==> src/rtl/rv_pkg.sv <==
// Widths, memory sizes and encodings shared by all pipeline stages, imported by each RTL module
`default_nettype none

package rv_pkg;

    localparam int xlen        = 32;
    localparam int reg_addr_w  = 5;
    localparam int num_regs    = 32;
    localparam int imem_words  = 128;
    localparam int imem_addr_w = 7;   // Word index into instruction memory
    localparam int dmem_bytes  = 512;
    localparam int dmem_addr_w = 9;   // Byte address into data memory

    // Major opcodes accepted by the decoder, anything else is a bubble
    typedef enum logic [6:0] {
        OP_REG   = 7'b0110011,
        OP_IMM   = 7'b0010011,
        OP_LOAD  = 7'b0000011,
        OP_STORE = 7'b0100011,
        OP_LUI   = 7'b0110111,
        OP_AUIPC = 7'b0010111
    } opcode_e;

    typedef enum logic [3:0] {
        ALU_ADD    = 4'd0,
        ALU_SUB    = 4'd1,
        ALU_SLL    = 4'd2,
        ALU_SLT    = 4'd3,
        ALU_SLTU   = 4'd4,
        ALU_XOR    = 4'd5,
        ALU_SRL    = 4'd6,
        ALU_SRA    = 4'd7,
        ALU_OR     = 4'd8,
        ALU_AND    = 4'd9,
        ALU_PASS_B = 4'd10  // LUI
    } alu_op_e;

    // Second ALU operand, also picks the immediate format in decode
    typedef enum logic [1:0] {
        OPB_REG   = 2'd0,
        OPB_IMM_I = 2'd1,
        OPB_IMM_S = 2'd2,
        OPB_IMM_U = 2'd3
    } opb_sel_e;

    typedef enum logic [1:0] {
        SIZE_BYTE = 2'd0,
        SIZE_HALF = 2'd1,
        SIZE_WORD = 2'd2
    } mem_size_e;

endpackage

`default_nettype wire

==> src/rtl/fetch_stage.sv <==
// Fetch stage holding the PC, the loadable instruction memory and the IF/ID register
`timescale 1ns/1ns
`default_nettype none

module fetch_stage
    import rv_pkg::*;
(
    input  logic                   clk,
    input  logic                   reset,
    input  logic                   run,
    input  logic                   prog_we,
    input  logic [imem_addr_w-1:0] prog_addr,
    input  logic [xlen-1:0]        prog_data,
    output logic [xlen-1:0]        id_instr,
    output logic [xlen-1:0]        id_pc
);

    logic [xlen-1:0] pc;
    logic [xlen-1:0] imem [imem_words];
    logic [xlen-1:0] if_instr;

    // Program load port
    always_ff @(posedge clk) begin
        if (prog_we) begin
            imem[prog_addr] <= prog_data;
        end
    end

    assign if_instr = imem[pc[imem_addr_w+1:2]];  // Word address of the PC

    always_ff @(posedge clk) begin
        if (reset) begin
            pc <= '0;
        end else if (run) begin
            pc <= pc + xlen'(4);
        end
    end

    // A zero word goes down the pipe as a bubble while stopped
    always_ff @(posedge clk) begin
        if (reset || !run) begin
            id_instr <= '0;
        end else begin
            id_instr <= if_instr;
        end
    end

    always_ff @(posedge clk) begin
        id_pc <= pc;
    end

endmodule

`default_nettype wire

==> config.mk <==
export PLATFORM = sky130hd
export DESIGN_NAME = fetch_stage
export DESIGN_NICKNAME = d
export VERILOG_FILES = /design/src/rtl/rv_pkg.sv /design/src/rtl/fetch_stage.sv
export SDC_FILE = /design/constraint.sdc
export NUM_CORES = 2
export LEC_CHECK = 0
export BUFFER_PORTS_ARGS = -buffer_cell sky130_fd_sc_hd__buf_4
export CAP_MARGIN = 20
export CORE_MARGIN = 1.5
export CORE_UTILIZATION = 55
export DETAILED_ROUTE_END_ITERATION = 10
export HOLD_SLACK_MARGIN = 0.12
export PLACE_DENSITY = 0.71
export SYNTH_ARGS = -nofsm -noshare
export SYNTH_HDL_FRONTEND = slang
export SYNTH_SLANG_ARGS = --single-unit
==> constraint.sdc <==
create_clock -name clk -period 9.15 [get_ports clk]
set_input_delay 1.83 -clock clk [delete_from_list [all_inputs] [get_ports clk]]
set_output_delay 1.83 -clock clk [all_outputs]
set_load 0.01 [all_outputs]
==> summary.txt <==
Logic synthesis
  • #FFs+latches synth: ~4,200
  • Synth area leaders: edfxtp_1, mux4_2, mux2i_1
  • Cell Area, Synth: roughly 160,000 um2
  • Fraction of the yosys area taken by sequential cells: between 70% and 80%
  • Yosys top cell area share: between 70% and 80%
  • Async SR Flop Fraction: 0%
  • Yosys cell types: 59
  • Count of yosys warnings during synthesis: 0
  • Number of flops mapped to enable cells by yosys: 4,096
  • Mean Syn Cell Area: approximately 22 um2
  • Synth Instances: around 7,200
  • Synth area leader: edfxtp_1
  • Most used DFF post-synth: edfxtp_1

CTS
  • Clock sink count: about 4,200
  • CTS clk-pin slew, worst paths: around 0.070 ns
  • H-tree lvl count: 5
  • Longest Clk Path Bufs: 4
  • # hold bufs at CTS: 0
  • Clock buffer count from CTS: 403
  • PostCTS Resize Cnt: 0
  • Post-CTS setup buffers: 0
  • Root buffer cell: clkbuf_16
  • Clock Latency Late Sink: 0.98 ns
  • CTS tree: yes

Power
  • Pwr/cell area: ~220 nW/um2
  • Pint: around 31 mW
  • Static Leak: approximately 54 nW
  • Sw frac: approximately 22%
  • Sw power: 8.80 mW
  • Clock group share of total power: approximately two fifths
  • Sequential power share: ~53%
  • Peak supply drop: around 0.18 mV
  • Combinational share of power: under 10%

Route
  • Iteration-0 DRC Markers: roughly 13,000
  • Vias/cell: just under 7
  • Routed wire per std cell: 37.8 um
  • Final wirelength: roughly 440 mm
  • Residual DRC count: 0
  • DR pass1 iterations: 6
  • Vias: approximately 80,000
  • Antenna-violating nets left: 0

Global routing
  • Initial antenna violation count: 42
  • First-pass GRT wire length: about 610 mm
  • Total track usage: between 20% and 30%
  • Number of global-route vias before repair: roughly 76,000
  • Largest net degree at the start of global routing: 119
  • Grt ovf: 0

Setup path
  • CP arrival: between 6 and 7 ns
  • Peak fanout along the critical path: 29
  • Worst Path Required: just under 10 ns
  • Worst setup SP type: flip-flop
  • Setup crit end kind: flip-flop
  • Setup Crit Path Kind: reg -> reg

Final layout
  • Share of cells above drive strength 1: 25.3%
  • Layout area overhead: 12.5%
  • Commonest non-fill, non-tap cells in the layout: edfxtp_1, mux4_2, clkbuf_16
  • Final nets: 7,568
  • Commonest non-fill, non-tap cell in the layout: edfxtp_1

Floorplan
  • Die Y: roughly 540 um
  • Starting Density: roughly 55%
  • Total core area: roughly 290,000 um2
  • Rows: 197
  • Die width: about 540 um
  • Ports: between 100 and 150
  • Die Area: ~290,000 um2

Run
  • Max-cap viol count: 0

STA
  • Fin crit share: around three fifths
  • Clock skew: just under 0.06 ns
  • Rel. slew slack: between 10% and 20%
  • Setup violations, final: 0
  • Setup tns final: 0 ns
  • Fin. max-slew vios: 0
  • Max Freq: approximately 0.19 GHz
  • Final min period: roughly 5.3 ns
  • Worst-margin pin slew: 1.29 ns
  • Final hold vios: 0
  • Final WS setup: approximately 3.8 ns
  • RSZ-0062 raised after global routing: false
  • Hold_ws: roughly 0.37 ns

Place
  • DP Worst Slack: 3.95 ns
  • Placer Congestion: ~0.96
  • Port Buf Inserts: 104
  • Hpwl dp: 260 mm

Run status
  • Status: completed

Min path
  • HP Class: reg -> reg
-- worst max-delay path, cell delays in order, from the launching register on --
cell      delay, ns
dfxtp_4        0.60
buf_4          0.62
buf_4          0.50
mux4_2         0.62
a22o_1         0.31
a211oi_1       0.84
a31oi_1        0.42
a211oi_1       1.05
nor3_1         0.13
-- synth_stat cells, types with 4 or more instances --
library cell	count
dfxtp_1	92
nand2_1	85
a2111oi_0	7
or3_1	4
buf_1	12
nor2b_1	16
o22ai_1	37
buf_6	58
buf_8	5
a211oi_1	76
a31o_2	6
xnor2_1	10
a221oi_1	33
a22oi_1	249
nand4_1	11
mux4_2	862
buf_2	125
o22a_1	4
mux2i_1	369
xor2_1	16
nor2_1	194
a31oi_1	71
o21ai_0	81
o221ai_1	54
a22o_1	37
clkbuf_1	131
a21oi_1	114
o31ai_1	6
nand3_1	38
and3_1	5
edfxtp_1	4096
a311oi_1	9
nand2b_1	60
and2_1	5
mux2_2	50
buf_4	87
nor3_1	45
-- cells by family after synthesis --
logic type	synth area share, %
xor gates and xnor gates	0.143
other	0.00236
buffers and inverters	1.61
AOI/OAI and AO/OA	3.51
adders and majority gates	0.00786
and+or+nand+nor	1.40
DFF	78.5
muxes	14.9
-- path summary, 6_finish.rpt --
check         start           end  slack [ns]  cells after the start
max           pc[2]  id_instr[18]        3.83                      8
min reg2reg  pc[31]     id_pc[31]        0.37                      0
min          pc[31]     id_pc[31]        0.37                      0
max reg2reg   pc[2]  id_instr[18]        3.83                      8
-- area by class of cell --
| cell class | count | area (um2) |
|---|---|---|
| antenna | 11 | 27.5 |
| clock buffer | 505 | 10600 |
| clock inverter | 241 | 2530 |
| fill | 18895 | 109000 |
| inverter | 3 | 11.3 |
| multi-input combinational | 2589 | 32800 |
| sequential | 4188 | 125000 |
| tap | 3781 | 4730 |
| timing repair buffer | 339 | 3470 |
-- registers in the layout, summed over array words and instances, names as in the netlist --
register and flops:
imem 4096, id_instr 32, pc 30, id_pc 30
-- through the flow --
step	cells	utilization [%]	instance area [um2]	power, mW
CTS	11589	61.8	178000	40.2
global placement	10830	57.2	165000	23.9
finish	11657	62.2	179000	40.1
floorplan	7198	-	159000	22.9
global route	11652	62.2	179000	41.0
detailed placement	10843	57.3	165000	24.0
-- routing by layer --
metal,share of wire (%),track usage [%]
met5,0.037,0
met4,5.2,13.3
met3,13,8.10
met2,46,45.5
met1,35,41.0
-- power groups by stage --
stage	registers, mW	clock network (mW)	logic, mW
after floorplan	21.6	0	1.39
after global placement	21.6	0	2.35
after detailed placement	21.6	0	2.39
after CTS	21.2	16.6	2.40
after global routing	21.2	17.4	2.49
final	21.2	16.6	2.42
Power figures use the tool's default switching activity.
